**config.mk**
```make
export PLATFORM = sky130hd
export DESIGN_NAME = orao_video
export DESIGN_NICKNAME = d
export VERILOG_FILES = /design/src/rtl/orao_video_pkg.sv /design/src/rtl/orao_video.sv
export SDC_FILE = /design/constraint.sdc
export NUM_CORES = 1
export LEC_CHECK = 0
export BUFFER_PORTS_ARGS = -buffer_cell sky130_fd_sc_hd__buf_2
export CORE_ASPECT_RATIO = 0.9
export CORE_UTILIZATION = 30
export DETAILED_ROUTE_END_ITERATION = 6
export PLACE_DENSITY_LB_ADDON = 0.12
export SLEW_MARGIN = 10
export SYNTH_ARGS = -nofsm -noshare
export SYNTH_HDL_FRONTEND = slang
export SYNTH_SLANG_ARGS = --single-unit
```
**constraint.sdc**
```tcl
create_clock -name clk -period 2.8 [get_ports clk]
set_clock_uncertainty 0.2 [all_clocks]
set_input_delay 0.28 -clock clk [delete_from_list [all_inputs] [get_ports clk]]
set_output_delay 0.28 -clock clk [all_outputs]
set_load 0.02 [all_outputs]
```
**src/rtl/orao_video_pkg.sv**
```systemverilog
package orao_video_pkg;

   ////////////////////////////////////////
   // Raster timing, in pixel clocks
   ////////////////////////////////////////

   localparam int H_ACTIVE = 256;
   localparam int H_FRONT  = 16;
   localparam int H_SYNC   = 32;
   localparam int H_BACK   = 16;
   localparam int H_TOTAL  = H_ACTIVE + H_FRONT + H_SYNC + H_BACK;

   // Vertical timing, in lines
   localparam int V_ACTIVE = 256;
   localparam int V_FRONT  = 4;
   localparam int V_SYNC   = 4;
   localparam int V_BACK   = 16;
   localparam int V_TOTAL  = V_ACTIVE + V_FRONT + V_SYNC + V_BACK;

   // Display geometry
   // One byte holds 8 pixels, 32 bytes per line
   localparam int BYTES_PER_ROW = 32;
   localparam int VRAM_AW       = 13;

endpackage

```
**src/rtl/orao_video.sv**
```systemverilog
`timescale 1ns/1ps

module orao_video import orao_video_pkg::*; (
   input  logic               clk,
   input  logic               arst_n,
   input  logic               video_blank,
   // Video RAM port b
   output logic [VRAM_AW-1:0] vram_addr,
   input  logic [7:0]         vram_data,
   // Raster outputs
   output logic               pix,
   output logic               hsync,
   output logic               vsync,
   output logic               hblank,
   output logic               vblank,
   output logic               de
);

   // Raster position
   logic [8:0] hcnt;
   logic [8:0] vcnt;
   // Flags decoded from the counters
   logic       hs_c;
   logic       vs_c;
   logic       hb_c;
   logic       vb_c;
   // First delay stage
   logic       hs_d1;
   logic       vs_d1;
   logic       hb_d1;
   logic       vb_d1;
   logic       load_d1;
   // Pixel shifter
   logic [7:0] shift;

   ////////////////////////////////////////
   // Counters
   ////////////////////////////////////////

   always_ff @(posedge clk or negedge arst_n) begin
      if (!arst_n) begin
         hcnt <= '0;
         vcnt <= '0;
      end else if (hcnt == 9'(H_TOTAL - 1)) begin
         hcnt <= '0;
         // End of line, step or wrap the line count
         if (vcnt == 9'(V_TOTAL - 1)) begin
            vcnt <= '0;
         end else begin
            vcnt <= vcnt + 1'b1;
         end
      end else begin
         hcnt <= hcnt + 1'b1;
      end
   end

   // Sync windows start after the front porch
   assign hs_c = (hcnt >= 9'(H_ACTIVE + H_FRONT)) && (hcnt < 9'(H_ACTIVE + H_FRONT + H_SYNC));
   assign vs_c = (vcnt >= 9'(V_ACTIVE + V_FRONT)) && (vcnt < 9'(V_ACTIVE + V_FRONT + V_SYNC));
   assign hb_c = hcnt >= 9'(H_ACTIVE);
   assign vb_c = vcnt >= 9'(V_ACTIVE);

   // Byte of the current 8-pixel group
   // data is back on vram_data one cycle later
   assign vram_addr = VRAM_AW'(vcnt[7:0] * BYTES_PER_ROW) + VRAM_AW'(hcnt[7:3]);

   ////////////////////////////////////////
   // Two-stage flag delay
   ////////////////////////////////////////

   always_ff @(posedge clk or negedge arst_n) begin
      if (!arst_n) begin
         hs_d1   <= 1'b0;
         vs_d1   <= 1'b0;
         hb_d1   <= 1'b0;
         vb_d1   <= 1'b0;
         load_d1 <= 1'b0;
         hsync   <= 1'b0;
         vsync   <= 1'b0;
         hblank  <= 1'b0;
         vblank  <= 1'b0;
         de      <= 1'b0;
      end else begin
         hs_d1   <= hs_c;
         vs_d1   <= vs_c;
         hb_d1   <= hb_c;
         vb_d1   <= vb_c;
         // Group start, fetched byte arrives next cycle
         load_d1 <= hcnt[2:0] == 3'd0;
         hsync   <= hs_d1;
         vsync   <= vs_d1;
         hblank  <= hb_d1;
         vblank  <= vb_d1;
         de      <= !(hb_d1 || vb_d1);
      end
   end

   ////////////////////////////////////////
   // Pixel shifter
   ////////////////////////////////////////

   // New byte while the last bit of the previous one leaves
   // LSB is the leftmost pixel
   always_ff @(posedge clk) begin
      if (load_d1) begin
         shift <= vram_data;
      end else begin
         shift <= {1'b0, shift[7:1]};
      end
   end

   // Dark outside the active area or when blanked
   assign pix = shift[0] && de && !video_blank;

endmodule

```
* Yosys cells after proc, flatten, opt, wreduce, memory -nomap -nowiden
Index checks and enable logic that the tools add are counted.
** Operators by class
- $add $sub $neg :: 3
- Multipliers :: 0
- Divide/modulo/power cells :: 0
- Magnitude comparators :: 6
- Equality and inequality tests :: 2
- Shifts and indexed selects :: 0
- Mux-type cells :: 3
- Bitwise gates (word level) :: 0
- Reduce and logical (&&, ||, !) cells :: 8
** Operators with widths (count)
- >= comparator 9 bit (second input constant) :: 4
- adder 9 x 1 -> 9 bit (second input constant) :: 2
- == test 9 bit (second input constant) :: 2
- < comparator 9 bit (second input constant) :: 2
- two-way mux 9 bit :: 2
- adder 13 x 5 -> 13 bit :: 1
- two-way mux 7 bit :: 1
- logical AND 1 bit :: 4
- logical NOT 3 bit :: 1
- logical NOT 1 bit :: 2
- logical OR 1 bit :: 1
** Word-level totals
- Register bits :: 36
- Latch bits :: 0
- Bits in writable memories :: 0
- ROM bits :: 0
- Output and inout bits :: 19
- Word-level logic and storage cells :: 36
- Memories :: 0

* Logic depth before layout (Yosys ltp)
Gate-level depths: netlist of run 1.
- Depth after elaboration :: 2
- Depth in mapped cells :: 6
- Mapped depth without buffers :: 5

* Worst setup path after synthesis of run 1
No wires, ideal clock.
- Path type :: register to register
- Start point :: register hcnt[6]
- End point :: register vcnt[4]
- Arrival :: 1.633 ns
- Data required time :: 2.467 ns
- Setup slack :: 0.834 ns
- Stages on the path, launching flop included :: 6
- Buffers on the path :: 1
- Period minus slack after synthesis :: 1.966 ns
- Cell sequence :: dfrtp_1 or3b_4 or3_1 buf_6 o31ai_1 o41ai_1
** On the way
- Longest elaborated chain between the ends :: 1
** Ends and longest elaborated chain
- start, declared :: line orao_video.sv:20 : logic [8:0] hcnt;
- start signal, assigned :: line orao_video.sv:53 : hcnt <= hcnt + 1'b1;
- == test 9 bit :: line orao_video.sv:44 : end else if (hcnt == 9'(H_TOTAL - 1)) begin
- end signal, assigned :: line orao_video.sv:50 : vcnt <= vcnt + 1'b1;
- end, declared :: line orao_video.sv:21 : logic [8:0] vcnt;
No other way between the ends.
A chain may end at the register's enable or synchronous reset.

* Worst setup path in the final report of run 1
Same ends and word-level chain as after synthesis.

==> results.cfg, run 1 <==
[clock_network]
path_clk_slew_ns = 0.08
cts-hold-fix-buffers = 1
insertion_delay_ns = 0.28
cts_setup_buffers = 0
cts.path.max_buffers = 2
clockRootBuffer = clkbuf_8
cts_tree = built
htree_num_levels = 2
cts-resized-gates = 0
cts.sinks = 36
cts_buffers = 5

[worst_setup_path]
arrival_ns = 2.08
cp-start-kind = register
crit_fanout = 8
required_ns = 2.75
worst_r2r_path_depth = 4
end_kind = register
worst-r2r-setup-slack_ns = 0.67
criticalPathCategory = register to register

[place]
dp_hpwl_mm = 2.03
place_area_um2 = 1660
io_buffer_count = 29
gp_congestion = 0.812

[cells_and_area]
regArea_um2 = 861
area_delta_synth_final_pct = 14.6
fillers = 501
drive_gt1_frac = 0.302
nets = 173
multi_input_area_um2 = 544
diodes = 0
fin_area_um2 = 1780
post-route-util = 0.361

[timing]
hold_viol = 0
fin_hold_ws_ns = 0.0205
clock.fmax_ghz = 0.471
min_period_over_period = 0.759
setup_tns_ns = 0
period_minus_slack_ns = 2.13
maxSlewHeadroom = 0.568
finalSetupViolations = 0
rsz0062_at_grt = false
final_max_slew_viol_count = 0
worst_pin_slew_ns = 0.648

[pwr]
total_power_uw = 987
irDropWorstVdd_mv = 0.225
p_leak_nw = 0.856
p_per_area_nw_per_um2 = 555

[floorplanning]
core_area_um2 = 4920
rows = 24
die-width_um = 77.8
boundaryPins = 30
start_util = 0.315
die_area_um2 = 5470
die_height_um = 70.3

[detailed_routing]
route.detailed.drc = 0
firstDrtPassIters = 4
wire_per_inst_um = 12.6
routed_wl_mm = 2.82
drt_iter0_markers = 39
vias = 994
antenna_left = 0
post_drt_via_cell_ratio = 4.44

[outcome]
outcome = finished, final reports clean

[min_path]
hold_depth = 2
hold_path.class = primary input to register

[global_routing]
grt_pass1_wl_mm = 4.73
grt_antenna_before_repair = 0
grt_pass1_vias = 999
overflow = 0
track_usage = 0.113
grt_max_degree = 29

[run]
drv_cap = 0

[synthesis]
ys_seq_elements = 36
synthesis.area_um2 = 1550
ys.warnings.count = 0
synth.avg_cell_area_um2 = 11.3
synth.distinct_cells = 33
yosysSeqAreaShare = 0.554
syn-num-nets = 153
synthCells = 138
## cell families (layout without fill, tap and decap cells)
kind of cell,count (synthesis),count (layout),synth area share
buf+inv,24,45,0.0951
fa+ha+maj,4,4,0.0322
compound gates,15,15,0.0588
flops,36,36,0.554
simple gates,43,43,0.158
xor+xnor,9,9,0.0508
mux,7,7,0.0508
## synthesized netlist by cell type
cell / count / share of area
a21oi_1: 3 / 0.0097
inv_1: 7 / 0.017
xor2_1: 5 / 0.028
buf_2: 1 / 0.0032
nor4_1: 3 / 0.012
nor3_1: 2 / 0.0064
o31ai_1: 2 / 0.0097
buf_4: 13 / 0.063
ha_1: 4 / 0.032
xnor2_1: 4 / 0.023
nand4_1: 1 / 0.0040
nor3_4: 1 / 0.010
o22ai_1: 1 / 0.0040
or3_1: 3 / 0.012
nor2_1: 6 / 0.015
and2_1: 1 / 0.0040
and4b_1: 1 / 0.0064
or2_2: 1 / 0.0040
o21ai_0: 6 / 0.019
or3b_4: 1 / 0.0073
mux2_2: 7 / 0.051
buf_6: 1 / 0.0073
dfxtp_1: 8 / 0.10
dfrtp_1: 28 / 0.45
nor3_2: 1 / 0.0064
nand2_1: 7 / 0.017
nor2b_1: 2 / 0.0081
nor3b_1: 1 / 0.0048
o41ai_1: 2 / 0.011
a22oi_1: 1 / 0.0048
clkbuf_1: 2 / 0.0048
nand3_1: 10 / 0.032
and3_1: 2 / 0.0081
## layout by cell type (no fill, tap or decap), types with 5 or more instances in the layout
cell type  netlist  layout
nand3_1         10      10
nor2_1           6       6
o21ai_0          6       6
dfrtp_1         28      28
xor2_1           5       5
clkbuf_8         0       5
nand2_1          7       7
inv_1            7       7
buf_2            1      29
dfxtp_1          8       8
mux2_2           7       7
## layer usage
metal / global-route usage / routed length (µm) / vias to the layer above
met5: 0 / 0 / -
met4: 0.0503 / 40 / 0
met3: 0.0340 / 162 / 5
met2: 0.163 / 1190 / 31
met1: 0.156 / 1420 / 465
li1: - / - / 493
## power breakdown
group | switching, mW | leakage (nW) | internal [mW] | total, mW
Clock | 0.181 | 0.0541 | 0.263 | 0.445
Sequential | 0.000210 | 0.436 | 0.519 | 0.519
Combinational | 0.0122 | 0.367 | 0.0104 | 0.0227
## registers in the layout (all words and copies together), names as in the netlist
name     flops
hb_d1        1
hblank       1
hs_d1        1
vcnt         9
vb_d1        1
de           1
vs_d1        1
hcnt         9
vsync        1
hsync        1
vblank       1
shift        8
load_d1      1
## worst max-delay path, stage by stage, from the launching register on
cell,delay [ns]
dfrtp_1,0.46
or3b_4,0.45
or3_1,0.49
o31ai_1,0.28
o41ai_1,0.11
## per-stage QoR
step / setup slack, ns / instances
floorplan: 0.834 / 138
finish: 0.675 / 224
global route: 0.587 / 224
CTS: 0.678 / 224
detailed placement: 0.699 / 215
global placement: 0.742 / 215
## final cells by class
| cell class | count | share of cell area |
|---|---|---|
| clock inverter | 3 | 0.0239 |
| sequential | 36 | 0.484 |
| inverter | 7 | 0.0148 |
| clock buffer | 5 | 0.0387 |
| tap | 65 | 0.0457 |
| timing repair buffer | 30 | 0.0872 |
| multi-input combinational | 78 | 0.306 |
## final timing paths
| check | start | end |
|---|---|---|
| max in group asynchronous | arst_n | vb_d1$_DFF_PN0_ |
| min | vram_data[7] | shift[7]$_SDFF_PN0_ |
| min in group asynchronous | arst_n | hcnt[6]$_DFF_PN0_ |
| max reg2reg | hcnt[6]$_DFF_PN0_ | vcnt[4]$_DFFE_PN0N_ |
| max | hcnt[6]$_DFF_PN0_ | vcnt[4]$_DFFE_PN0N_ |
| min reg2reg | vs_d1$_DFF_PN0_ | vsync$_DFF_PN0_ |
No activity file was read; power rests on OpenSTA's default activity.
==> run 2, diff against run 1 <==
==> constraint.sdc (replaced) <==
create_clock -name clk -period 2.15 [get_ports clk]
set_clock_uncertainty 0.2 [all_clocks]
set_input_delay 0.215 -clock clk [delete_from_list [all_inputs] [get_ports clk]]
set_output_delay 0.215 -clock clk [all_outputs]
set_load 0.02 [all_outputs]
==> run 2 against run 1 <==
Compared with the run above:
- sequential share of layout area fell by 2.8 points
- fmax grew 7.3%
- hold slack better by 0.13 ns
- non-clock buffer count rose by 14
- via count up 8.4%
- first-iteration DRC count fell by 38%
- combinational power is 79% higher
- clock-buffer cell count grew 1
- critical path depth unchanged
- register-to-register slack got worse by 0.51 ns
- critical endpoint unchanged
==> results.cfg, run 2 (synthesis gave the netlist of run 1 again) <==
[outcome]
outcome = finished, final reports clean

[floorplanning]
core_area_um2 = 4920
boundaryPins = 30
rows = 24
die_height_um = 70.3
die-width_um = 77.8
start_util = 0.315
die_area_um2 = 5470

[clock_network]
htree_num_levels = 2
cts_setup_buffers = 0
clockRootBuffer = clkbuf_8
cts.sinks = 36
insertion_delay_ns = 0.28
cts_tree = built
path_clk_slew_ns = 0.07
cts.path.max_buffers = 2
cts_buffers = 5

[pwr]
irDropWorstVdd_mv = 0.228
clock_power_share = 0.405
swShare = 0.208
p_per_area_nw_per_um2 = 638
combPwrFrac = 0.034
seqPwrFrac = 0.561
p_int_uw = 955
p_leak_nw = 0.920
total_power_mw = 1.21
p_sw_uw = 251

[detailed_routing]
post_drt_via_cell_ratio = 4.53
firstDrtPassIters = 4
route.detailed.drc = 0
wl_met2_mm = 1.26
routed_wl_mm = 2.90
drt_iter0_markers = 24
antenna_left = 0
met1Wirelength_mm = 1.41
wire_per_inst_um = 12.2
wl_met3_um = 179
top_layer = met4
vias = 1077

[cells_and_area]
area_delta_synth_final_pct = 21.8
nets = 187
drive_gt1_frac = 0.318
diodes = 0
final_common_cell = buf_2
largest_registers = hcnt: 9 flops, vcnt: 9 flops, shift: 8 flops
fin_area_um2 = 1890
most-common-layout-cells = buf_2, dfrtp_1, nand3_1, dlygate4sd3_1, dfxtp_1

[min_path]
hold_depth = 0
holdPathEnd = vsync$_DFF_PN0_
min_from = vs_d1$_DFF_PN0_
hold_path.class = register to register

[worst_setup_path]
reg2reg_from = hcnt[8]$_DFF_PN0_
arrival_ns = 1.94
crit_fanout = 6
cp_cell_sequence = or3b_4 -> or3_4 -> o31ai_1 -> o41ai_1
required_ns = 2.11
criticalPathCategory = register to register
cp_num_buf_inv = 0
regToRegEndpoint = vcnt[4]$_DFFE_PN0N_
cp_top_family = simple AND/OR/NAND/NOR gates
worst_r2r_path_depth = 4
end_kind = register
worst-r2r-setup-slack_ns = 0.17
cp-start-kind = register
cp_slowest_stage_delay_ns = 0.43
slowest_stage = dfrtp_1

[timing]
worst_pin_slew_ns = 0.641
worst_slack_ns = 0.170
final_max_slew_viol_count = 0
hold_viol = 0
finalSetupViolations = 0
maxSlewHeadroom = 0.572
min_period_over_period = 0.921
rsz0062_at_grt = false
period_minus_slack_ns = 1.98
setup_tns_ns = 0
clock.fmax_ghz = 0.505

[global_routing]
track_usage = 0.122
grt_max_degree = 29
grt_antenna_before_repair = 0
grt_pass1_wl_mm = 5.06
overflow = 0
grt_pass1_vias = 1109

[run]
drv_cap = 0

[place]
post-place-ws_ns = 0.135
gp_congestion = 0.819
dp_hpwl_mm = 2.10
io_buffer_count = 29
place_area_um2 = 1700
## run 2: cell types whose count changed in the layout (fill, tap and decap cells not counted), sizes merged
cell,delta
clkbuf,+1
dlygate4sd3,+8
clkinvlp,-1
clkinv,+1
buf,+6
bufinv,-1
## run 2: metrics by stage
step,instances,hold WS [ns],util
3_3_place_gp,221,0.0811,0.346
4_1_cts,238,0.156,0.383
2_1_floorplan,138,-0.281,-
5_1_grt,238,0.162,0.384
6_report,238,0.152,0.384
3_5_place_dp,221,0.0841,0.346
## run 2: worst max-delay path by stage
stage	start	cells after the start	to
floorplan	hcnt[6]$_DFF_PN0_	5	vcnt[4]$_DFFE_PN0N_
global placement	hcnt[8]$_DFF_PN0_	4	vcnt[4]$_DFFE_PN0N_
detailed placement	hcnt[8]$_DFF_PN0_	4	vcnt[4]$_DFFE_PN0N_
CTS	hcnt[8]$_DFF_PN0_	4	vcnt[4]$_DFFE_PN0N_
global route	hcnt[0]$_DFF_PN0_	5	vcnt[4]$_DFFE_PN0N_
finish	hcnt[8]$_DFF_PN0_	4	vcnt[4]$_DFFE_PN0N_
## run 2: what timing repair did
item	CTS	global route
setup endpoints to repair	0	1
hold buffers	9	0
endpoints found under the hold margin	36	0
gates resized for setup	0	1
## run 2: final cells by class
| type | instances | area [µm²] |
|---|---|---|
| clock buffers | 6 | 82.6 |
| flip-flops and latches | 36 | 861 |
| inverters | 7 | 26.3 |
| repair buffers | 44 | 280 |
| fillers | 484 | 3030 |
| clock inverters | 2 | 10.0 |
| well taps | 65 | 81.3 |
| multi-input cells | 78 | 549 |
## run 2: layer usage
layer	vias up	global-route usage
li1	531	-
met1	500	0.155
met2	39	0.186
met3	7	0.0392
met4	0	0.0608
met5	-	0
## run 2: power groups by stage
stage / clock network, mW / registers (mW) / logic [mW]
global placement: 0 / 0.690 / 0.0286
CTS: 0.512 / 0.676 / 0.0423
detailed placement: 0 / 0.690 / 0.0296
global route: 0.542 / 0.676 / 0.0465
floorplan: 0 / 0.690 / 0.00829
finish: 0.489 / 0.677 / 0.0406
