**src/rtl/orao_mem_pkg.sv**
```systemverilog
package orao_mem_pkg;

   ////////////////////////////////////////
   // Memory map, region code is addr[15:13]
   ////////////////////////////////////////

   // RAM covers codes 0 up to REG_RAM
   localparam logic [2:0] REG_RAM    = 3'd2;
   localparam logic [2:0] REG_VRAM   = 3'd3;
   localparam logic [2:0] REG_IO     = 3'd4;
   // ROM mirrors over both upper regions
   localparam logic [2:0] REG_ROM_LO = 3'd6;
   localparam logic [2:0] REG_ROM_HI = 3'd7;

   // Memory sizes in bytes
   localparam int RAM_DEPTH  = 24576;
   localparam int VRAM_DEPTH = 8192;
   localparam int ROM_DEPTH  = 32;
   localparam int ROM_AW     = 5;

   // Offsets inside the I/O page (addr[12:0])
   // Eight keyboard rows from KBD_OFS
   localparam logic [12:0] KBD_OFS  = 13'h0800;
   localparam logic [12:0] SPK_OFS  = 13'h0840;
   localparam logic [12:0] CTRL_OFS = 13'h0880;

endpackage

```
**src/rtl/orao_io.sv**
```systemverilog
`timescale 1ns/1ps

module orao_io import orao_mem_pkg::*; (
   input  logic        clk,
   input  logic        arst_n,
   input  logic        ce,
   // CPU bus, we already qualified by region
   input  logic [15:0] addr,
   input  logic [7:0]  data_in,
   input  logic        we,
   output logic [7:0]  data_out,
   // Keyboard events
   input  logic [10:0] ps2_key,
   // To the scanner and the speaker
   output logic        video_blank,
   output logic        audio
);

   // Key matrix, active low, row then column
   logic [7:0][7:0] kbd;
   // Last seen event toggle
   logic            key_tgl_q;
   logic [2:0]      key_row;
   logic [2:0]      key_col;
   // Control register, bit 0 blanks the screen
   logic [7:0]      ctrl;

   ////////////////////////////////////////
   // Keyboard matrix
   ////////////////////////////////////////

   // Row and column straight from the code bits
   assign key_row = ps2_key[5:3];
   assign key_col = ps2_key[2:0];

   always_ff @(posedge clk or negedge arst_n) begin
      if (!arst_n) begin
         kbd       <= '1;
         key_tgl_q <= 1'b0;
      end else begin
         key_tgl_q <= ps2_key[10];
         // New event when bit 10 flips
         // press pulls the bit low
         if (ps2_key[10] != key_tgl_q) begin
            kbd[key_row][key_col] <= !ps2_key[9];
         end
      end
   end

   ////////////////////////////////////////
   // Speaker and control writes
   ////////////////////////////////////////

   always_ff @(posedge clk or negedge arst_n) begin
      if (!arst_n) begin
         audio <= 1'b0;
         ctrl  <= '0;
      end else if (we && ce) begin
         if (addr[12:0] == SPK_OFS) begin
            audio <= !audio;
         end
         if (addr[12:0] == CTRL_OFS) begin
            ctrl <= data_in;
         end
      end
   end

   assign video_blank = ctrl[0];

   // Registered read, one cycle from addr
   // unmapped offsets read FF
   always_ff @(posedge clk) begin
      if (addr[12:3] == KBD_OFS[12:3]) begin
         data_out <= kbd[addr[2:0]];
      end else if (addr[12:0] == CTRL_OFS) begin
         data_out <= ctrl;
      end else begin
         data_out <= 8'hff;
      end
   end

endmodule

```
**config.mk**
```make
export PLATFORM = sky130hd
export DESIGN_NAME = orao_io
export DESIGN_NICKNAME = d
export VERILOG_FILES = /design/src/rtl/orao_mem_pkg.sv /design/src/rtl/orao_io.sv
export SDC_FILE = /design/constraint.sdc
export NUM_CORES = 1
export LEC_CHECK = 0
export ABC_AREA = 0
export BUFFER_PORTS_ARGS = -buffer_cell sky130_fd_sc_hd__buf_2
export CAP_MARGIN = 20
export CORE_ASPECT_RATIO = 1.2
export CORE_MARGIN = 5
export CORE_UTILIZATION = 52
export DETAILED_ROUTE_END_ITERATION = 16
export HOLD_SLACK_MARGIN = 0.1
export PLACE_DENSITY = 0.75
export SLEW_MARGIN = 40
export SYNTH_ARGS = -nofsm -noshare
export SYNTH_HDL_FRONTEND = slang
export SYNTH_SLANG_ARGS = --single-unit
```
**constraint.sdc**
```tcl
create_clock -name clk -period 1.6 [get_ports clk]
set_input_delay 0.32 -clock clk [delete_from_list [all_inputs] [get_ports clk]]
set_output_delay 0.32 -clock clk [all_outputs]
set_load 0.01 [all_outputs]
```
Yosys cells after proc, flatten, opt, wreduce, memory -nomap -nowiden:

Index checks and enable logic that the tools add are counted.

* bits in registers: 82
* logic and storage cells: 37

* $lt $le $gt $ge: 5
* equality and inequality tests: 4
* muxes and demuxes: 9
* reduce and logical (&&, ||, !) cells: 7

Operator list (count)
* $bwmux W64: 1
* $mux W8: 4
* $eq A13 B12 Y1 const B: 2
* $bmux W8 S3: 1
* $demux W8 S3: 1
* $lt A3 B4 Y1 const B: 3
* $eq A10 B9 Y1 const B: 1
* $ge A3 B1 Y1 const B: 2
* $reduce_and A2 Y1: 2
* $demux W1 S3: 1
* $logic_and A1 B1 Y1: 3
* $logic_not A1 Y1: 2
* $mux W1: 1
* $ne A1 B1 Y1: 1

Depth between registers and ports, before layout:

Gate-level depths: netlist of the first run.

* depth in word-level cells: 7
* depth in mapped cells: 6
* mapped depth without buffers: 4

Least setup slack after synthesis of the first run:

No wires, ideal clock.

* path type: input to register
* from: in addr[2]
* to: reg ctrl[0]
* arrival: 1535 ps
* path slack: -62 ps
* stages: 5
* buffers on the path: 1
* cells stage by stage: buf_2 nor4_2 nand4_2 nor2_4 mux2_1

* cells in the longest elaborated chain, start to end: 2

RTL lines
* start: declaration: line orao_io.sv:8 `input logic [15:0] addr,`
* $eq A13 B12 Y1: line orao_io.sv:62 `if (addr[12:0] == CTRL_OFS) begin`
* $reduce_and A2 Y1 (no source line)
* end signal: assignment: line orao_io.sv:63 `ctrl <= data_in;`
* end: declaration: line orao_io.sv:26 `logic [7:0] ctrl;`

No other way between the ends.
A chain may end at the register's enable or synchronous reset.

Worst setup path in the final report of the first run:

* from: reg key_tgl_q
* to: reg kbd[63] (netlist bit)

* cells in the longest elaborated chain, start to end: 1

RTL lines
* start: declaration: line orao_io.sv:22 `logic key_tgl_q;`
* start signal: assignment: line orao_io.sv:41 `key_tgl_q <= ps2_key[10];`
* $ne A1 B1 Y1: line orao_io.sv:44 `if (ps2_key[10] != key_tgl_q) begin`
* end signal: indexed assignment: line orao_io.sv:45 `kbd[key_row][key_col] <= !ps2_key[9];`
* end: declaration: line orao_io.sv:20 `logic [7:0][7:0] kbd;`

No other way between the ends.

==> results of run 1 <==
worst register-to-register path: cells and delay by family, from the launching register on:
family / cells / cell delay (ps)
buffers and inverters: 1 / 180
flip-flops: 1 / 450
XOR/XNOR: 1 / 200
AND/OR/NAND/NOR: 1 / 390
AO/OA/AOI/OAI: 2 / 270
sequential cells by signal, summed over array words and instances (netlist names):
| signal | flops |
|---|---|
| audio | 1 |
| key_tgl_q | 1 |
| data_out | 8 |
| ctrl | 8 |
| kbd | 64 |
per-layer routing:
layer  up-vias  wire, um
met1      1541      3840
li1       1455         -
met5         -         0
met4         0       201
met2       136      4760
met3        19       641
stage by stage:
stage | std cells | total power, uW | hold WS [ps] | setup slack (ps)
finish | 503 | 5370 | 187 | 47.1
global route | 503 | 5670 | 178 | -0.647
CTS | 503 | 5390 | 171 | 21.2
detailed placement | 482 | 3800 | 374 | -242
global placement | 482 | 3750 | 371 | -196
floorplan | 350 | 3480 | 24.4 | 3.06
path summary, 6_finish.rpt:
kind | startpoint | slack (ps) | depth (start not counted) | to
setup / recovery | key_tgl_q | 50 | 5 | kbd[63]
hold reg to reg | kbd[18] | 480 | 2 | kbd[18]
setup reg to reg | key_tgl_q | 50 | 5 | kbd[63]
min in group asynchronous | arst_n | 530 | 3 | key_tgl_q
hold / removal | data_in[5] | 190 | 2 | ctrl[5]
max in group asynchronous | arst_n | 730 | 3 | kbd[62]
layout make-up:
| class | instances | share of cell area (%) |
|---|---|---|
| Timing Repair Buffer | 80 | 12.3 |
| Clock inverter | 5 | 1.26 |
| Multi-Input combinational cell | 230 | 37.7 |
| Tap cell | 92 | 2.36 |
| Clock buffer | 11 | 3.11 |
| Sequential cell | 82 | 43.0 |
| Inverter | 3 | 0.231 |
where the power goes:
| part | switching (uW) | leakage (uW) | internal (uW) |
|---|---|---|---|
| registers | 176 | 0.000870 | 2640 |
| logic | 499 | 0.000979 | 495 |
| clock network | 751 | 0.0000982 | 812 |
cells by family after synthesis:
family,count (synthesis),share of synthesized area [%]
AOI/OAI and AO/OA,134,18.9
DFF,82,51.1
and+or+nand+nor,59,10.6
buffers and inverters,38,5.59
muxes,34,12.8
xor gates and xnor gates,3,1.01
what timing repair did:
| action | 4_1_cts | 5_1_grt |
|---|---|---|
| gates cloned | 0 | 0 |
| resized for setup | 0 | 9 |
| hold buffers | 1 | 0 |
| hold endpoints to repair | 10 | 0 |
| setup buffers | 4 | 0 |
| setup endpoints to repair | 20 | 25 |
| pin swaps | 3 | 1 |
layout by cell type, fill, tap and decap left out, types with 4 or more instances in the layout:
| cell | synthesis | final |
|---|---|---|
| dfstp_2 | 64 | 64 |
| a21oi_1 | 54 | 54 |
| a31oi_1 | 50 | 50 |
| buf_2 | 9 | 42 |
| buf_4 | 3 | 28 |
| mux4_2 | 14 | 14 |
| mux2i_1 | 12 | 12 |
| o21ai_1 | 12 | 12 |
| nor2_1 | 11 | 11 |
| o31ai_1 | 14 | 11 |
| clkbuf_8 | 0 | 11 |
| dfrtp_1 | 10 | 9 |
| nand2_1 | 8 | 8 |
| mux2_1 | 8 | 8 |
| dfxtp_1 | 8 | 8 |
| buf_12 | 0 | 8 |
| nor4b_4 | 3 | 4 |
==> flow_metrics.env, run 1 <==
export IMPL_cts_htree_levels=3
export IMPL_final_area_mm2=0.00487
export IMPL_ys_flop_type="dfstp_2"
export IMPL_crit_slowest_cell="dfrtp_2"
export IMPL_critPathRequiredTime_ps=1870
export IMPL_num_rows=35
export IMPL_ir_worst_vdd_v=0.000806
export IMPL_path_cells="xnor2_4, buf_4, or3_1, o21ai_1, o31ai_2"
export IMPL_yosysMostFrequentCell="dfstp_2"
export IMPL_die_h_um=107
export IMPL_drt_total_wl_um=9440
export IMPL_clk_latency_ps=340
export IMPL_dieArea_mm2=0.00976
export IMPL_syn_to_final_growth_pct=19.0
export IMPL_synth_area_leader_cell="dfstp_2"
export IMPL_crit_buf_inv=1
export IMPL_worst_pin_slew_ps=439
export IMPL_setup_tns_ps=0
export IMPL_synth_edf_count=0
export IMPL_fin_crit_sh_pct=97.1
export IMPL_clock_sinks=82
export IMPL_seq_area_mm2=0.00209
export IMPL_synthTopCellsByArea="dfstp_2 (41%), mux4_2 (7.7%), a31oi_1 (7.6%)"
export IMPL_wire_per_inst_um=18.8
export IMPL_status="completed"
export IMPL_drc=0
export IMPL_cts_tree="yes"
export IMPL_start_util_pct=53.1
export IMPL_use_met1_pct=26.6
export IMPL_synth_top_area_share_pct=41.1
export IMPL_critPathCaptureType="flip-flop"
export IMPL_min_path_type="in -> reg"
export IMPL_syn_nets=389
export IMPL_finalHoldViolCount=0
export IMPL_finalCriticalPeriod_ps=1550
export IMPL_synth_warnings=0
export IMPL_dp_hpwl_um=6170
export IMPL_via_per_inst=6.26
export IMPL_grt_pass1_vias=3121
export IMPL_final_core_util_pct=63.2
export IMPL_multi_input_area_mm2=0.00184
export IMPL_cp_max_fo=4
export IMPL_grt_pass1_wl_um=16100
export IMPL_clk_pin_slew_worst_paths_ps=90
export IMPL_numCtsBuffers=9
export IMPL_path_class="reg -> reg"
export IMPL_synth_seq_cells=82
export IMPL_power_density_mw_per_mm2=1100
export IMPL_first_pass_iters=5
export IMPL_io_pins=49
export IMPL_ys_async_sr_fraction_pct=90.2
export IMPL_p_leak_uw=0.00195
export IMPL_yosysSeqAreaShare_pct=51.1
export IMPL_cap_violations=0
export IMPL_synth_distinct_cells=50
export IMPL_grt_max_degree=75
export IMPL_drtIter0Drc=288
export IMPL_grt_met2_usage_pct=32.8
export IMPL_io_buffers=42
export IMPL_yosys_top_cells_count="dfstp_2 (64), a21oi_1 (54), a31oi_1 (50)"
export IMPL_grt_usage_pct=20.4
export IMPL_critPathLaunchType="flip-flop"
export IMPL_maxSlewHeadroom_pct=70.7
export IMPL_netlist_instances=350
export IMPL_cp_slowest_stage_delay_ps=450
export IMPL_slew_viol_final=0
export IMPL_worstPathArrival_ps=1830
export IMPL_critPathTopFamily="flip-flops"
export IMPL_grt_most_used_layer="met2"
export IMPL_cts_root_buf="clkbuf_8"
export IMPL_ant_nets=0
export IMPL_vias=3151
export IMPL_synthesis_area_mm2=0.00410
export IMPL_antenna_found_initial=0
export IMPL_ctsLongestPathBuffers=2
export IMPL_nNetsFinal=445
export IMPL_syn_area_per_cell_um2=11.7
export IMPL_coreArea_mm2=0.00771
export IMPL_fp_dieW_um=91.0
export IMPL_drive_gt1_share_pct=48.2
export IMPL_fill_cells=572
export IMPL_setup_violations_final=0
export IMPL_grt_overflow=0
export IMPL_gp_congestion=0.793
export IMPL_grt_met3_usage_pct=4.21
export IMPL_diodes=0
export IMPL_placed_cell_area_mm2=0.00454
export IMPL_max_freq_ghz=0.644
export IMPL_fin_worst_skew_ps=6.00
No activity file was read; power rests on OpenSTA's default activity.
==> run 2, diff against run 1 <==
--- a/config.mk
+++ b/config.mk
@@ -13,6 +13,7 @@
 export CORE_UTILIZATION = 52
 export DETAILED_ROUTE_END_ITERATION = 16
 export HOLD_SLACK_MARGIN = 0.1
+export MAX_ROUTING_LAYER = met4
 export PLACE_DENSITY = 0.75
 export SLEW_MARGIN = 40
 export SYNTH_ARGS = -nofsm -noshare
==> run 2 against run 1 <==
Compared with the run above:
- register-to-register slack hardly changed
- routed wire length hardly changed
- sequential share of layout area stayed put
- highest routed layer unchanged
==> flow_metrics.env, run 2 (synthesized netlist as in run 1, its figures left out) <==
export IMPL_status="completed"
export IMPL_clkPwrFrac_pct=29.1
export IMPL_gp_congestion=0.804
export IMPL_critPathCaptureType="flip-flop"
export IMPL_internal_power_uw=3950
export IMPL_fin_worst_skew_ps=6.74
export IMPL_num_rows=35
export IMPL_cap_violations=0
export IMPL_fill_cells=572
export IMPL_path_class="reg -> reg"
export IMPL_clk_latency_ps=350
export IMPL_grt_overflow=0
export IMPL_hold_path_startpoint="data_in[5]"
export IMPL_power_net_switching_uw=1420
export IMPL_p_leak_uw=0.00195
export IMPL_fin_crit_sh_pct=96.9
export IMPL_crit_buf_inv=1
export IMPL_clock_sinks=82
export IMPL_ir_worst_vdd_v=0.000806
export IMPL_die_h_um=107
export IMPL_grt_pass1_wl_um=16100
export IMPL_numCtsBuffers=9
export IMPL_via_per_inst=6.24
export IMPL_dieArea_mm2=0.00976
export IMPL_wire_per_inst_um=18.8
export IMPL_first_pass_iters=5
export IMPL_clk_pin_slew_worst_paths_ps=90
export IMPL_vias=3138
export IMPL_slew_viol_final=0
export IMPL_critPathTopFamily="flip-flops"
export IMPL_cts_root_buf="clkbuf_8"
export IMPL_path_cells="xnor2_4, buf_4, or3_1, o21ai_1, o31ai_2"
export IMPL_switching_share_pct=26.5
export IMPL_max_freq_ghz=0.645
export IMPL_min_path_type="in -> reg"
export IMPL_drive_gt1_share_pct=48.2
export IMPL_r2r_end="kbd[63]"
export IMPL_power_density_mw_per_mm2=1100
export IMPL_reg2reg_depth=5
export IMPL_rr_startpoint="key_tgl_q"
export IMPL_whs_endpoint="ctrl[5]"
export IMPL_critPathLaunchType="flip-flop"
export IMPL_grt_pass1_vias=3102
export IMPL_final_area_mm2=0.00487
export IMPL_io_pins=49
export IMPL_grt_max_degree=75
export IMPL_drtIter0Drc=277
export IMPL_largest_register_ffs=64
export IMPL_antenna_found_initial=0
export IMPL_ff2ff_setup_slack_ps=50
export IMPL_regMostFlops="kbd"
export IMPL_coreArea_mm2=0.00771
export IMPL_mostFrequentLayoutCells="dfstp_2 (64), a21oi_1 (54), a31oi_1 (50)"
export IMPL_final_common_cell="dfstp_2"
export IMPL_setup_violations_final=0
export IMPL_worstPathArrival_ps=1830
export IMPL_worst_pin_slew_ps=445
export IMPL_seqPwrFrac_pct=52.5
export IMPL_dp_hpwl_um=6170
export IMPL_crit_start="key_tgl_q"
export IMPL_cp_max_fo=4
export IMPL_fp_dieW_um=91.0
export IMPL_cp_slowest_stage_delay_ps=450
export IMPL_start_util_pct=53.1
export IMPL_cts_htree_levels=3
export IMPL_diodes=0
export IMPL_final_core_util_pct=63.2
export IMPL_drc=0
export IMPL_placed_cell_area_mm2=0.00454
export IMPL_finalCriticalPeriod_ps=1550
export IMPL_reg_largest_list="kbd x64, ctrl x8, data_out x8"
export IMPL_finalHoldViolCount=0
export IMPL_grt_usage_pct=21.0
export IMPL_critPathRequiredTime_ps=1880
export IMPL_nNetsFinal=445
export IMPL_ctsLongestPathBuffers=2
export IMPL_syn_to_final_growth_pct=19.0
export IMPL_crit_slowest_cell="dfrtp_2"
export IMPL_drt_total_wl_um=9440
export IMPL_ant_nets=0
export IMPL_cts_tree="yes"
export IMPL_maxSlewHeadroom_pct=70.4
export IMPL_setup_tns_ps=0
export IMPL_io_buffers=42
export IMPL_hold_path_cell_count=2
export IMPL_comb_power_share_pct=18.5
## run 2: cell counts in the layout (fill, tap and decap cells not counted)
No cell type changed its count.
## run 2: per-layer routing
metal	routed length (um)	share of wire [%]	global-route usage [%]
met2	4790	51	32.8
met3	654	6.9	4.07
met5	0	0	-
met4	175	1.9	9.01
met1	3820	40	26.7
## run 2: worst max path at each step
stage | endpoint | slack [ps] | cells after the start
2_1_floorplan | data_out[0] | 3 | 5
3_3_place_gp | kbd[37] | -200 | 5
3_5_place_dp | kbd[34] | -240 | 5
4_1_cts | kbd[51] | 20 | 6
5_1_grt | kbd[55] | -0.6 | 5
6_report | kbd[63] | 50 | 5
## run 2: power by group through the flow
stage / clock (uW) / combinational [uW] / sequential (uW)
2_1_floorplan: 0 / 691 / 2780
3_3_place_gp: 0 / 917 / 2830
3_5_place_dp: 0 / 959 / 2850
4_1_cts: 1600 / 977 / 2810
5_1_grt: 1720 / 1090 / 2860
6_report: 1560 / 991 / 2820
## run 2: worst reg2reg max path, delay by kind of cell, from the launching register on
| kind | cells | cell delay [ps] |
|---|---|---|
| AO/OA/AOI/OAI | 2 | 270 |
| XOR/XNOR | 1 | 200 |
| buffers and inverters | 1 | 180 |
| flip-flops | 1 | 450 |
| AND/OR/NAND/NOR | 1 | 390 |
## run 2: repair_timing
action | in CTS | in global routing
gates resized for setup | 0 | 9
pin swaps | 3 | 1
hold endpoints to repair | 10 | 0
hold buffers | 1 | 0
setup endpoints to repair | 20 | 25
buffers inserted | 4 | 0
## run 2: cell type report
| class | instances | area [um2] | area share (%) |
|---|---|---|---|
| clock buffer | 11 | 151 | 3.11 |
| clock inverter | 5 | 61.3 | 1.26 |
| inverter | 3 | 11.3 | 0.231 |
| multi-input combinational | 230 | 1840 | 37.7 |
| sequential | 82 | 2090 | 43.0 |
| tap | 92 | 115 | 2.36 |
| timing repair buffer | 80 | 602 | 12.3 |
## run 2: stage by stage
stage	hold slack [ps]	worst slack, ps	total power [uW]	instances
floorplan	24.4	3.06	3480	350
global placement	371	-196	3750	482
detailed placement	374	-242	3800	482
CTS	171	21.2	5390	503
global route	181	-0.637	5670	503
finish	186	49.1	5370	503
==> run 3, diff against run 2 <==
--- a/config.mk
+++ b/config.mk
@@ -10,11 +10,11 @@
 export CAP_MARGIN = 20
 export CORE_ASPECT_RATIO = 1.2
 export CORE_MARGIN = 5
-export CORE_UTILIZATION = 52
+export CORE_UTILIZATION = 57
 export DETAILED_ROUTE_END_ITERATION = 16
 export HOLD_SLACK_MARGIN = 0.1
 export MAX_ROUTING_LAYER = met4
-export PLACE_DENSITY = 0.75
+export PLACE_DENSITY = 0.78
 export SLEW_MARGIN = 40
 export SYNTH_ARGS = -nofsm -noshare
 export SYNTH_HDL_FRONTEND = slang
==> constraint.sdc (replaced) <==
create_clock -name clk -period 1.7 [get_ports clk]
set_input_delay 0.34 -clock clk [delete_from_list [all_inputs] [get_ports clk]]
set_output_delay 0.34 -clock clk [all_outputs]
set_load 0.01 [all_outputs]
==> run 3 against run 2 <==
Compared with the run above:
- worst setup slack lost 12 ps
- clock skew increased by 4.4 ps
- first-iteration DRC count increased by 19%
- fmax fell by 6.8%
- combinational power shrank 2.9%
- die area shrank 7.9%
- count of clock-buffer cells in the layout down 1
- sequential cell count is the same
- critical path depth increased by 2
- hold slack gained 12 ps
- cell count is the same
==> flow_metrics.env, run 3 (synthesized netlist as in run 1, its figures left out) <==
export IMPL_antenna_found_initial=0
export IMPL_power_net_switching_uw=1390
export IMPL_worst_pin_slew_ps=569
export IMPL_setup_tns_ps=0
export IMPL_wire_per_inst_um=20.1
export IMPL_reg_largest_list="kbd x64, ctrl x8, data_out x8"
export IMPL_numCtsBuffers=9
export IMPL_fin_crit_sh_pct=97.8
export IMPL_finalCriticalPeriod_ps=1660
export IMPL_io_pins=49
export IMPL_reg2reg_depth=7
export IMPL_grt_pass1_wl_um=16100
export IMPL_hold_path_cell_count=2
export IMPL_r2r_end="kbd[57]"
export IMPL_first_pass_iters=5
export IMPL_cts_htree_levels=3
export IMPL_ctsLongestPathBuffers=2
export IMPL_diodes=0
export IMPL_setup_violations_final=0
export IMPL_dieArea_mm2=0.00899
export IMPL_comb_power_share_pct=18.5
export IMPL_clock_sinks=82
export IMPL_mostFrequentLayoutCells="dfstp_2 (64), a21oi_1 (54), a31oi_1 (50)"
export IMPL_ir_worst_vdd_v=0.000636
export IMPL_rr_startpoint="key_tgl_q"
export IMPL_switching_share_pct=26.8
export IMPL_worstPathArrival_ps=1920
export IMPL_syn_to_final_growth_pct=19.4
export IMPL_nNetsFinal=450
export IMPL_drive_gt1_share_pct=47.4
export IMPL_p_leak_uw=0.00198
export IMPL_fp_dieW_um=87.4
export IMPL_regMostFlops="kbd"
export IMPL_via_per_inst=6.32
export IMPL_final_common_cell="dfstp_2"
export IMPL_final_core_util_pct=70.5
export IMPL_whs_endpoint="ctrl[2]"
export IMPL_io_buffers=42
export IMPL_clkPwrFrac_pct=30.0
export IMPL_dp_hpwl_um=6610
export IMPL_drtIter0Drc=331
export IMPL_grt_max_degree=53
export IMPL_largest_register_ffs=64
export IMPL_ant_nets=0
export IMPL_max_freq_ghz=0.601
export IMPL_die_h_um=103
export IMPL_cp_max_fo=14
export IMPL_critPathCaptureType="flip-flop"
export IMPL_post_place_cells=481
export IMPL_drt_total_wl_um=10100
export IMPL_grt_overflow=0
export IMPL_grt_usage_pct=24.2
export IMPL_finalHoldViolCount=0
export IMPL_grt_pass1_vias=3282
export IMPL_min_path_type="in -> reg"
export IMPL_power_density_mw_per_mm2=1060
export IMPL_clk_pin_slew_worst_paths_ps=90
export IMPL_clk_latency_ps=350
export IMPL_slew_viol_final=0
export IMPL_hold_path_startpoint="data_in[2]"
export IMPL_critPathLaunchType="flip-flop"
export IMPL_seqPwrFrac_pct=51.4
export IMPL_finalNonFillerCells=503
export IMPL_gp_congestion=0.811
export IMPL_ff2ff_setup_slack_ps=40
export IMPL_critPathRequiredTime_ps=1950
export IMPL_cts_tree="yes"
export IMPL_coreArea_mm2=0.00694
export IMPL_cts_root_buf="clkbuf_8"
export IMPL_start_util_pct=59.1
export IMPL_drc=0
export IMPL_cap_violations=0
export IMPL_internal_power_uw=3800
export IMPL_maxSlewHeadroom_pct=62.0
export IMPL_path_class="reg -> reg"
export IMPL_p_total_uw=5190
export IMPL_fin_worst_skew_ps=11.1
export IMPL_status="completed"
export IMPL_num_rows=33
export IMPL_vias=3181
run 3: cell count changes in the layout (fill, tap and decap cells not counted), moves of 2 or more:
| cell | change |
|---|---|
| buf_4 | +3 |
| o31ai_1 | +3 |
| o31ai_2 | -3 |
| clkbuf_8 | -2 |
| clkinvlp_4 | -2 |
run 3: how the worst max path moves through the flow:
stage	start	endpoint	slack, ps	cells after the start
after floorplan	addr[2]	ctrl[0]	20	5
after global placement	addr[4]	ctrl[3]	-100	5
after detailed placement	ps2_key[10]	kbd[36]	-190	5
after CTS	key_tgl_q	kbd[40]	0.3	6
after global routing	key_tgl_q	kbd[8]	-20	6
final	key_tgl_q	kbd[57]	40	7
run 3: area by class of cell:
cell class	instances	area, um2
Clock inverter	6	90.1
Tap cell	87	109
Fill cell	477	2050
Timing Repair Buffer	85	656
Inverter	3	11.3
Clock buffer	10	128
Sequential cell	82	2090
Multi-Input combinational cell	230	1800
run 3: power by group through the flow:
stage               sequential [uW]  clock, uW  combinational [uW]
finish                         2670       1560                 962
global route                   2700       1650                1070
CTS                            2660       1570                 926
detailed placement             2690          0                 915
global placement               2670          0                 864
floorplan                      2620          0                 649
run 3: worst max-delay path: stages, from the launching register on:
cell     delay [ps]
dfrtp_2         450
xnor2_4         150
buf_12          140
buf_4           130
nor3_4          190
buf_12          170
a21oi_1          90
a31oi_1         230
run 3: through the flow:
step                      cell area [um2]  hold slack (ps)  worst slack [ps]
after detailed placement             4560              278              -185
after global placement               4560              266             -96.5
final                                4890              198              36.7
after global routing                 4890              200             -15.2
after floorplan                      4100             44.4              17.9
after CTS                            4820              191             0.267
run 3: routing by layer:
metal / GRT usage [%] / vias up / routed length (um)
met2: 39.9 / 132 / 5170
li1: - / 1461 / -
met3: 3.52 / 23 / 693
met1: 29.2 / 1565 / 4000
met5: - / - / 0
met4: 11.5 / 0 / 240
run 3: repair_timing:
action / in CTS / in global routing
setup endpoints to repair: 14 / 15
endpoints found under the hold margin: 9 / 0
setup buffers: 2 / 3
pin swaps: 1 / 2
gates resized for setup: 1 / 5
hold buffers: 1 / 0
